==> config.mk <==
export PLATFORM = sky130hd
export DESIGN_NAME = param_bank
export DESIGN_NICKNAME = d
export VERILOG_FILES = /design/src/hw/cn_pkg.sv /design/src/hw/param_bank.sv
export VERILOG_INCLUDE_DIRS = /design/src /design/src/hw
export SDC_FILE = /design/constraint.sdc
export NUM_CORES = 1
export LEC_CHECK = 0
export BUFFER_PORTS_ARGS = -buffer_cell sky130_fd_sc_hd__clkbuf_2
export CAP_MARGIN = 20
export CORE_MARGIN = 2
export CORE_UTILIZATION = 55
export DETAILED_ROUTE_END_ITERATION = 8
export PLACE_DENSITY_LB_ADDON = 0.25
export SYNTH_ARGS = -nofsm -noshare
export SYNTH_HDL_FRONTEND = slang
export SYNTH_SLANG_ARGS = --single-unit
==> constraint.sdc <==
create_clock -name ep50trig -period 11.73 [get_ports ep50trig]
set_input_delay 1.7595 -clock ep50trig [delete_from_list [all_inputs] [get_ports ep50trig]]
set_output_delay 1.7595 -clock ep50trig [all_outputs]
set_load 0.05 [all_outputs]
==> src/hw/cn_config.svh <==
`ifndef CN_CONFIG_SVH
`define CN_CONFIG_SVH

// word widths
`define CN_DATA_W           32      // currents, drives, parameter words
`define CN_FRAC_W           16      // q16.16 fraction bits
`define CN_HALF_W           16      // one host write word

// synapse dynamics
`define CN_SYN_QUANTUM      65536   // 1.0 added per spike
`define CN_SYN_DECAY_SHIFT  3       // i -= i >> 3 each step

// drive scaling
`define CN_COMP_SHIFT       9       // neuron compensation on sensory drive
`define CN_TONIC_SHIFT      4       // tonic drive x16

// waveform table
`define CN_WAVE_DEPTH       256
`define CN_WAVE_AW          8

// host parameter addresses, kept from the old trigger bit numbers
`define CN_SEL_IA_GAIN      1
`define CN_SEL_II_GAIN      2
`define CN_SEL_OVERFLOW     4
`define CN_SEL_OFFSET       6
`define CN_SEL_TONIC        8
`define CN_SEL_WAVE_VALUE   9
`define CN_SEL_SYN_GAIN     13
`define CN_SEL_W            4

// reset values in q16.16
`define CN_RST_UNITY_GAIN   65536   // 1.0
`define CN_RST_SYN_GAIN     262144  // 4.0

`endif
==> src/hw/cn_pkg.sv <==
`default_nettype none
`include "cn_config.svh"

package cn_pkg;

    // plain vectors, named by what they carry
    typedef logic [`CN_DATA_W-1:0]  cur_t;       // q16.16 synaptic current
    typedef logic [`CN_DATA_W-1:0]  gain_t;      // q16.16 gain
    typedef logic [`CN_DATA_W-1:0]  drive_t;     // integer drive current
    typedef logic [`CN_HALF_W-1:0]  half_t;      // host write word
    typedef logic [`CN_WAVE_AW-1:0] wave_addr_t; // table address
    typedef logic [`CN_SEL_W-1:0]   param_sel_t; // parameter address

    // parameter groups, one per consumer
    typedef struct packed {
        gain_t ia_gain;
        gain_t ii_gain;
        gain_t syn_gain;    // shared gain after the channel sum
    } sensory_params_t;

    typedef struct packed {
        drive_t tonic;
        drive_t wave_value; // sample used when the table is bypassed
    } cortical_params_t;

    typedef struct packed {
        drive_t offset;
        gain_t  overflow;   // 0.0 .. 1.0 proportion
    } combiner_params_t;

    // q16.16 product, unsigned, keeps bits 47:16 of the full result
    function automatic logic [`CN_DATA_W-1:0] q16_mul(input logic [`CN_DATA_W-1:0] a,
                                                      input logic [`CN_DATA_W-1:0] b);
        logic [2*`CN_DATA_W-1:0] prod;
        prod = {{`CN_DATA_W{1'b0}}, a} * {{`CN_DATA_W{1'b0}}, b};
        return prod[`CN_DATA_W+`CN_FRAC_W-1 -: `CN_DATA_W];
    endfunction

endpackage

`default_nettype wire

==> src/hw/param_bank.sv <==
`timescale 1ns/1ns
`default_nettype none
`include "cn_config.svh"

module param_bank import cn_pkg::*; (
    input  logic             ep50trig,
    input  logic             reset_global,
    input  logic             i_param_load,  // one strobe for every parameter
    input  param_sel_t       i_param_sel,
    input  drive_t           i_param_data,
    output sensory_params_t  o_sensory,
    output cortical_params_t o_cortical,
    output combiner_params_t o_combiner
);

    sensory_params_t  sensory_q;
    cortical_params_t cortical_q;
    combiner_params_t combiner_q;

    // load decode, unknown addresses just fall through
    always_ff @(posedge ep50trig or posedge reset_global) begin
        if (reset_global) begin
            sensory_q  <= '{ia_gain:  gain_t'(`CN_RST_UNITY_GAIN),
                            ii_gain:  gain_t'(`CN_RST_UNITY_GAIN),
                            syn_gain: gain_t'(`CN_RST_SYN_GAIN)};   // 4.0
            cortical_q <= '{tonic: '0, wave_value: '0};
            combiner_q <= '{offset:   '0,
                            overflow: gain_t'(`CN_RST_UNITY_GAIN)}; // full copy
        end else if (i_param_load) begin
            case (i_param_sel)
                param_sel_t'(`CN_SEL_IA_GAIN):    sensory_q.ia_gain     <= i_param_data;
                param_sel_t'(`CN_SEL_II_GAIN):    sensory_q.ii_gain     <= i_param_data;
                param_sel_t'(`CN_SEL_SYN_GAIN):   sensory_q.syn_gain    <= i_param_data;
                param_sel_t'(`CN_SEL_TONIC):      cortical_q.tonic      <= i_param_data;
                param_sel_t'(`CN_SEL_WAVE_VALUE): cortical_q.wave_value <= i_param_data;
                param_sel_t'(`CN_SEL_OFFSET):     combiner_q.offset     <= i_param_data;
                param_sel_t'(`CN_SEL_OVERFLOW):   combiner_q.overflow   <= i_param_data;
                default: ;  // ignored
            endcase
        end
    end

    // one struct per consumer
    assign o_sensory  = sensory_q;
    assign o_cortical = cortical_q;
    assign o_combiner = combiner_q;

    // an X address on a load would corrupt some register silently
    sel_known_on_load: assert property (
        @(posedge ep50trig) disable iff (reset_global)
        i_param_load |-> !$isunknown(i_param_sel)
    ) else $error("param_bank: unknown parameter address during load");

endmodule

`default_nettype wire

==> summary.md <==
| Metric | Value |
|---|---|
| Status | complete, no violations |
| Met1 Wirelength | 8110 um |
| Max-cap viol count | 0 |
| Skew final | 0 ns |
| Nets | 798 |
| Synth unique cells | 17 |
| Design area | 10700 um^2 |
| Count of final setup violators | 0 |
| Area Growth Syn to Fin | 27.6% |
| Largest net degree at the start of global routing | 140 |
| TritonCTS Buffers | 23 |
| Worst Hold End | o_cortical[20]$_DFFE_PP0P_ |
| Worst VDD drop | 168 uV |
| Die Wd | 128 um |
| Fill cells | 1026 |
| Grt total ovfl | 0 |
| Startpoint Class | input pin |
| Total length of routed wires | 19800 um |
| RSZ-0062 raised after global routing | false |
| Share of cells above drive strength 1 | 69.7% |
| Crit path max fanout | 20 |
| FF-to-FF End | o_sensory[88]$_DFFE_PP0P_ |
| FP Rows | 45 |
| DR iter-0 viols | between 200 and 250 |
| Antenna violations before repair | 0 |
| Slew Limit Fails | 0 |
| I/O pins | 263 |
| CTS tree | built |
| Fmax | 283 MHz |
| Chip Height | 128 um |
| Drt pass-1 iters | 4 |
| Max clock buf depth | 3 |
| Routed WL per cell | between 20 and 25 um |
| Cell Area, Placed | 9890 um^2 |
| Vias in the first global route | 5405 |
| Pwr dens | roughly 260 nW/um^2 |
| Vias per inst | 5.44 |
| Synthesis Warnings | 0 |
| Antenna cells | 0 |
| CTS sink cnt | about 220 |
| GPL Wtd Cong | ~0.80 |
| Slew headroom | 24.2% |
| Flop2flop setup slack | 10.94 ns |
| Worst Hold Class | register to register |
| Clock Latency Late Sink | 0.48 ns |
| Post-cts hold buffer count | 0 |
| CTS root buf | clkbuf_16 |
| Antenna-violating nets left | 0 |
| Core area | 15100 um^2 |
| FF-to-FF path depth | 1 |
| Fin util | 71.2% |
| Reg clk slew, reported paths | 0.06 ns |
| Tcrit/Tclk final | between 30% and 40% |
| Syn nets | roughly 520 |
| Final min period | 3.53 ns |
| Total Routing Usage GR | roughly a quarter |
| Data arrival, critical path | 3.90 ns |
| DPL Wire Length | 13100 um |
| Final Hold Viols | 0 |
| Port bufs | 262 |
| Cells after Synth | 482 |
| Synth Cell Area | 8420 um^2 |
| Max Used Layer | met4 |
| # DRC | 0 |
| Resized Gates After CTS | 0 |
| DIE AREA | ~16000 um^2 |
| Crit path kind | input pin to register |
| Hold_sp | o_cortical[20]$_DFFE_PP0P_ |
| Worst slew pin tran | 1.13 ns |
| CTS HTree Levels | 1 |
| Syn avg cell area | about 17 um^2 |
| Flops & latches, synth | around 220 |
| Sequential fraction of the synthesis area | 66.6% |
| Setup TNS | 0 ns |
| Setup Buffers After CTS | 0 |
| Reg2reg start | o_sensory[88]$_DFFE_PP0P_ |
| WL met2 | 9750 um |
| Initial Util | 55.8% |
| Crit end category | register |
| Hold path depth | 1 |
| WP data required | 12.10 ns |
| Vias after detailed routing | 5242 |
| First-pass GRT wire length | 30300 um |
| Leakage | 0.00530 uW |
| Met3 routed WL | 1510 um |
routing by layer:
| metal | global-route usage [%] | vias to the layer above |
|---|---|---|
| met2 | 41.1 | 212 |
| li1 | - | 2272 |
| met5 | 0 | - |
| met3 | 6.51 | 34 |
| met4 | 6.72 | 0 |
| met1 | 30.1 | 2724 |
state kept, by name (all words and copies together), names as in the netlist:
| name | cells |
|---|---|
| o_combiner | 64 |
| o_cortical | 64 |
| o_sensory | 96 |
critical path, stage by stage:
cell and delay, ns:
clkbuf_2 0.12, nand2b_4 0.18, nor4b_4 0.97, buf_4 0.48, mux2_2 0.38
where the power goes:
| part | internal (uW) | switching, uW | total, uW |
|---|---|---|---|
| sequential | 956 | 103 | 1060 |
| clock | 432 | 283 | 716 |
| combinational | 253 | 817 | 1070 |
| total | 1640 | 1200 | 2840 |
synth_stat cells, drive strengths merged:
cell type	count	area [um^2]
mux2	224	2520
dfrtp	220	5510
buf	22	159
dfstp	4	105
nor2	3	16.3
nor4b	2	47.6
inv	1	3.75
nand2	1	3.75
nand2b	1	13.8
nand3b	1	7.51
nand4	1	6.26
nand4b	1	8.76
nor4	1	21.3
worst max path at each step:
stage,from,end
2_1_floorplan,reset_global,o_combiner[0]$_DFFE_PP0P_
3_3_place_gp,i_param_sel[2],o_sensory[83]$_DFFE_PP0P_
3_5_place_dp,i_param_sel[2],o_cortical[62]$_DFFE_PP0P_
4_1_cts,i_param_sel[2],o_sensory[85]$_DFFE_PP0P_
5_1_grt,i_param_sel[2],o_cortical[36]$_DFFE_PP0P_
6_report,i_param_sel[2],o_cortical[62]$_DFFE_PP0P_
logic make-up (layout without fill, tap and decap cells):
family	after synthesis	in the layout	synth area share, %
multiplexers	224	224	30.0
flip-flops	224	224	66.6
buffers and inverters	23	316	1.93
AND/OR/NAND/NOR	11	11	1.49
cell type report:
cell class / count / area, um^2 / share of cell area (%)
sequential: 224 / 5610 / 52.2
multi-input combinational: 235 / 2660 / 24.7
timing repair buffer: 274 / 1470 / 13.7
clock buffer: 34 / 697 / 6.49
tap: 188 / 235 / 2.19
clock inverter: 7 / 66.3 / 0.617
inverter: 1 / 11.3 / 0.105
stage by stage:
step | setup slack (ns) | power, uW | hold WS, ns | instances
4_1_cts | 8.21 | 2870 | 0.493 | 958
3_3_place_gp | 7.78 | 2120 | 0.469 | 916
5_1_grt | 8.18 | 2950 | 0.511 | 963
6_report | 8.20 | 2840 | 0.488 | 963
2_1_floorplan | 3.84 | 1870 | 0.727 | 482
3_5_place_dp | 7.71 | 2140 | 0.479 | 917
cells in the final DEF (no fill, tap or decap), types with 2 or more instances in the layout:
cell and n:
dfrtp_1 220, dfstp_2 4, clkbuf_16 23, buf_6 2, nor4b_4 2, mux2_1 7, clkinv_2 4, buf_4 6
mux2_2 217, clkbuf_1 3, clkbuf_2 262, clkbuf_8 8, buf_16 2, nor2_4 2
Note: power is estimated with default switching activity, not from simulation.
