File: src/hw/cn_config.svh
`ifndef CN_CONFIG_SVH
`define CN_CONFIG_SVH

// word widths
`define CN_DATA_W           32      // currents, drives, parameter words
`define CN_FRAC_W           16      // q16.16 fraction bits
`define CN_HALF_W           16      // one host write word

// synapse dynamics
`define CN_SYN_QUANTUM      65536   // 1.0 added per spike
`define CN_SYN_DECAY_SHIFT  3       // i -= i >> 3 each step

// drive scaling
`define CN_COMP_SHIFT       9       // neuron compensation on sensory drive
`define CN_TONIC_SHIFT      4       // tonic drive x16

// waveform table
`define CN_WAVE_DEPTH       256
`define CN_WAVE_AW          8

// host parameter addresses, kept from the old trigger bit numbers
`define CN_SEL_IA_GAIN      1
`define CN_SEL_II_GAIN      2
`define CN_SEL_OVERFLOW     4
`define CN_SEL_OFFSET       6
`define CN_SEL_TONIC        8
`define CN_SEL_WAVE_VALUE   9
`define CN_SEL_SYN_GAIN     13
`define CN_SEL_W            4

// reset values in q16.16
`define CN_RST_UNITY_GAIN   65536   // 1.0
`define CN_RST_SYN_GAIN     262144  // 4.0

`endif
File: src/hw/cn_pkg.sv
`default_nettype none
`include "cn_config.svh"

package cn_pkg;

    // plain vectors, named by what they carry
    typedef logic [`CN_DATA_W-1:0]  cur_t;       // q16.16 synaptic current
    typedef logic [`CN_DATA_W-1:0]  gain_t;      // q16.16 gain
    typedef logic [`CN_DATA_W-1:0]  drive_t;     // integer drive current
    typedef logic [`CN_HALF_W-1:0]  half_t;      // host write word
    typedef logic [`CN_WAVE_AW-1:0] wave_addr_t; // table address
    typedef logic [`CN_SEL_W-1:0]   param_sel_t; // parameter address

    // parameter groups, one per consumer
    typedef struct packed {
        gain_t ia_gain;
        gain_t ii_gain;
        gain_t syn_gain;    // shared gain after the channel sum
    } sensory_params_t;

    typedef struct packed {
        drive_t tonic;
        drive_t wave_value; // sample used when the table is bypassed
    } cortical_params_t;

    typedef struct packed {
        drive_t offset;
        gain_t  overflow;   // 0.0 .. 1.0 proportion
    } combiner_params_t;

    // q16.16 product, unsigned, keeps bits 47:16 of the full result
    function automatic logic [`CN_DATA_W-1:0] q16_mul(input logic [`CN_DATA_W-1:0] a,
                                                      input logic [`CN_DATA_W-1:0] b);
        logic [2*`CN_DATA_W-1:0] prod;
        prod = {{`CN_DATA_W{1'b0}}, a} * {{`CN_DATA_W{1'b0}}, b};
        return prod[`CN_DATA_W+`CN_FRAC_W-1 -: `CN_DATA_W];
    endfunction

endpackage

`default_nettype wire

File: src/hw/drive_combiner.sv
`timescale 1ns/1ns
`default_nettype none
`include "cn_config.svh"

module drive_combiner import cn_pkg::*; (
    input  logic             ep50trig,
    input  logic             reset_global,
    input  logic             i_sim_reset,
    input  logic             i_sim_tick,
    input  drive_t           i_sensory,    // spindle afferent drive
    input  drive_t           i_cortical,   // tonic + wave
    input  combiner_params_t i_params,
    output drive_t           o_cn_drive,
    output drive_t           o_overflow_drive
);

    drive_t sum_next;
    drive_t sum_q;      // latched once per step
    drive_t clamped;

    assign sum_next = i_sensory + i_cortical;

    always_ff @(posedge ep50trig or posedge reset_global) begin
        if (reset_global) begin
            sum_q <= '0;
        end else if (i_sim_reset) begin
            sum_q <= '0;
        end else if (i_sim_tick) begin
            sum_q <= sum_next;  // values from before this edge
        end
    end

    // offset with a floor at zero
    assign clamped = (sum_q > i_params.offset) ? sum_q - i_params.offset : '0;

    assign o_cn_drive = clamped;

    // overflow neuron gets a proportion of the same drive
    assign o_overflow_drive = q16_mul(clamped, i_params.overflow);

    // the offset only ever takes away
    drive_below_sum: assert property (
        @(posedge ep50trig) disable iff (reset_global)
        o_cn_drive <= sum_q
    ) else $error("drive_combiner: drive above the latched sum");

endmodule

`default_nettype wire

File: config.mk
export PLATFORM = sky130hd
export DESIGN_NAME = drive_combiner
export DESIGN_NICKNAME = d
export VERILOG_FILES = /design/src/hw/cn_pkg.sv /design/src/hw/drive_combiner.sv
export VERILOG_INCLUDE_DIRS = /design/src /design/src/hw
export SDC_FILE = /design/constraint.sdc
export NUM_CORES = 2
export LEC_CHECK = 0
export ABC_AREA = 1
export BUFFER_PORTS_ARGS = -buffer_cell sky130_fd_sc_hd__buf_2
export CORE_MARGIN = 8
export CORE_UTILIZATION = 60
export DETAILED_ROUTE_END_ITERATION = 10
export GPL_ROUTABILITY_DRIVEN = 1
export PLACE_DENSITY = 0.75
export SLEW_MARGIN = 40
export SYNTH_ARGS = -nofsm -noshare
export SYNTH_HDL_FRONTEND = slang
export SYNTH_SLANG_ARGS = --single-unit
File: constraint.sdc
create_clock -name ep50trig -period 9.7 [get_ports ep50trig]
set_input_delay 0 -clock ep50trig [delete_from_list [all_inputs] [get_ports ep50trig]]
set_output_delay 0 -clock ep50trig [all_outputs]
set_load 0.005 [all_outputs]
==> reports/summary.md <==
The number of global-route vias before repair was 30,500; the floorplan die width was 248.7 um. For this design, the slowest cell found on the critical path is fa_1. The tools report the post-synthesis cell type count as 51. Setup repair after global routing could not meet its margin everywhere. Headroom to the max-slew limit: 0.3865.

The tools report the total count of max-transition violations in the final report as 0. The area of the core region is 0.05371 mm2. The first-pass iteration count of the detailed router is 8, and the synthesis-to-layout area growth is 6.672%. The number of antenna violations at the first check in global routing was 0. The congestion estimate from routability-driven global placement came to 1.018. After detailed routing, the number of remaining DRC violations is 0. Among all flip-flop cells after synthesis, the most frequent one is dfrtp_1. The synthesized netlist occupies a cell area of 0.03250 mm2. The detailed router placed 28,400 vias in this run. The fraction of power spent switching nets is 0.6147, and the flip-flop count of the largest register, all copies and words added is 32. For the post-detailed-route count of antenna-violating nets, the log shows 0.

For this design, the sink count on the clock tree is 32. The most frequent cell on the critical path was fa_1. In the routed layout, each cell is associated on average with a via count of 5.621. The largest registers in the layout are sum_q x32.

The logic gate share of total power was 0.969. Startpoint type of the worst setup path: a flip-flop. The number of max-cap violations came out at 0. The clock passes through at most 2 buffers. The power spent charging and discharging nets came out at 6.565 mW. Leaving out fill and tap cells, the most frequent cell in the layout is inv_1. The worst hold margin was 0.06671 ns. The run gives 0 as the number of warning messages in the yosys log. For the final database, setup skew stands at 0 ns.

The total overflow left after global routing is 0. For the portion of total power attributed to sequential cells, the log shows 0.014. The clock group share of total power is 0.017, and the final count of hold timing violations is 0.

The total power density per cell area is 308.1 mW/mm2. For this run, the slowest stage of the critical path takes 0.66 ns. At the pin with the least slew margin, the transition time is 0.9192 ns.

The count of buffers inserted at the top-level ports works out to 195. The total routing usage reported by global routing was 0.3468. The design draws 10.68 mW. The largest driver fanout on the critical path is 19. For the leakage power of the design, the log shows 19.09 nW.

Share of async-settable or async-resettable flops after synthesis: 1.000. In this run, synthesis inferred 0 flip-flops with an integrated enable. Post-synthesis register bit count: 32. For the worst setup path, the data required time is 9.70 ns. The fraction of final layout cells sized beyond drive strength 1 came out at 0.08127. The final critical-path share of the clock period is 0.9646, and the net total in the final layout is 5,503. Leaving out fill and tap cells, the most frequent cells in the layout are inv_1 (1,012), nand2_1 (840), fa_1 (780). Data on the critical path arrives at its endpoint at 9.36 ns. The DRC marker count from the first detailed-route iteration is 2,560.

The synthesized netlist cell count was 4,221; the synthesized area divided by synthesized cell count was 7.699 um2. In this run the worst hold path is classified as input pin to flip-flop. At the later pin of the worst-skew pair, clock insertion delay measures 0.28 ns. Wires add up to 105.4 mm.

CTS placed an instance of clkbuf_16 at the clock tree root. In this run, CTS created clock tree buffers numbering 5. Synthesis produced a netlist with a net count of 5,369.

In the final routed layout, each cell accounts on average for 20.87 um. STA classifies the critical path endpoint as an output port. Once detailed placement completed, the half-perimeter wirelength came to 90.07 mm. The routed design could run at a clock period as short as 9.356 ns.

The starting density of the core is 0.6051. The worst setup path is of the flip-flop to output port kind. For the die area, the log shows 0.06187 mm2.

Static timing analysis puts the maximum clock frequency at 106.9 MHz. After clock tree synthesis, the clock-pin slew on the worst setup and hold paths is 0.05 ns. TritonCTS built the clock tree.

The internal power of the cells totals 4.114 mW. 196 I/O pins were placed. Register with the most flip-flops: sum_q.

The floorplan die height came out at 248.7 um. The first global-routing pass estimated 167.3 mm of wire. For the sequential share of the synthesized area, the log shows 0.02464. The flow ran to the end, and the final reports show no timing, DRC or antenna violations.

The number of H-tree levels came out at 2. Standard-cell row count: 85. Across the VDD grid, the largest voltage drop is 511.0 uV. The largest net degree at the start of global routing came out at 33. For the final setup violation count, the log shows 0.
timing repair:
action                                  4_1_cts  5_1_grt
resized for setup                             1       22
endpoints found under the hold margin        33        0
endpoints found under the setup margin        1       12
buffers inserted                              0        9
pin swaps                                     0        2
hold buffers                                  2        0
per-stage QoR:
stage	cell area, um2	setup slack, ns	cells	util	setup TNS (ns)
finish	34670	0.3438	5053	0.6455	0
global route	34660	-0.01616	5052	0.6454	-0.01616
CTS	34490	0.1247	5043	0.6422	0
detailed placement	34310	0.3669	5033	0.6388	0
global placement	34310	0.3847	5033	0.6388	0
floorplan	32500	1.392	4221	-	0
cell type report:
class | count | area, um2
fill | 4742 | 19040
antenna | 1 | 2.502
timing repair buffer | 275 | 1630
tap | 696 | 870.8
inverter | 1048 | 3963
clock inverter | 2 | 35.03
multi-input combinational | 2993 | 27230
sequential | 32 | 800.8
clock buffer | 6 | 128.9
path summary, 6_finish.rpt:
check                                      from                    end  slack, ns  depth (start not counted)
max in group asynchronous          reset_global  sum_q[15]$_DFFE_PP0P_       9.02                          4
min                               i_cortical[0]   sum_q[0]$_DFFE_PP0P_       0.07                          4
max reg2reg                sum_q[1]$_DFFE_PP0P_   sum_q[1]$_DFFE_PP0P_       8.91                          1
min in group asynchronous          reset_global   sum_q[4]$_DFFE_PP0P_       0.36                          4
max                        sum_q[0]$_DFFE_PP0P_   o_overflow_drive[30]       0.34                         38
min reg2reg                sum_q[0]$_DFFE_PP0P_   sum_q[0]$_DFFE_PP0P_       0.48                          2
critical path, delay by kind of cell, from the launching register on:
family / cells / cell delay [ns]
fa+ha+maj: 11 / 4.89
compound gates: 5 / 1.48
simple gates: 12 / 1.15
buf+inv: 9 / 0.98
flops: 1 / 0.37
xor+xnor: 1 / 0.18
power groups by stage:
stage,Sequential (mW),Combinational [mW],Clock (mW)
after floorplan,0.154,6.47,0
after global placement,0.155,9.97,0
after detailed placement,0.156,10.1,0
after CTS,0.154,10.1,0.183
after global routing,0.156,11.5,0.188
final,0.154,10.3,0.181
cell usage after synthesis, types with 4 or more instances:
library cell	instances	area, um2
o21ai_2	6	52.55
a21boi_0	6	45.04
o21ai_0	62	310.3
o221ai_1	5	43.79
nor2_1	661	2481
nand2_2	10	62.56
ha_1	236	2953
a21oi_1	124	620.6
o21bai_1	7	52.55
nand2_1	841	3157
nand3_1	75	375.4
a31oi_1	18	112.6
nor3_1	19	95.09
buf_1	13	48.80
o211ai_1	4	30.03
dfrtp_1	32	800.8
clkinv_1	19	71.32
xnor2_1	16	140.1
nand3b_1	13	97.59
nor2_4	9	101.4
nand4_1	13	81.33
o21a_1	8	60.06
xor2_1	31	271.5
or2_2	4	25.02
fa_1	780	15610
clkbuf_1	130	488.0
a21o_1	7	52.55
inv_1	1026	3851
kinds of logic after synthesis:
| family | Yosys count | synth area share |
|---|---|---|
| compound gates | 266 | 0.04770 |
| buf+inv | 1196 | 0.1387 |
| fa+ha+maj | 1016 | 0.5714 |
| flops | 32 | 0.02464 |
| simple gates | 1663 | 0.2042 |
| xor+xnor | 48 | 0.01336 |
routing by layer:
metal / share of wire / wire length [um] / global-route usage / vias to the layer above
li1: - / - / - / 12500
met1: 0.37 / 38700 / 0.4228 / 13930
met2: 0.45 / 47930 / 0.5662 / 1614
met3: 0.11 / 11590 / 0.08772 / 362
met4: 0.068 / 7217 / 0.1832 / 0
met5: 0 / 0 / 0 / -
(Power assumes the default switching activity.)
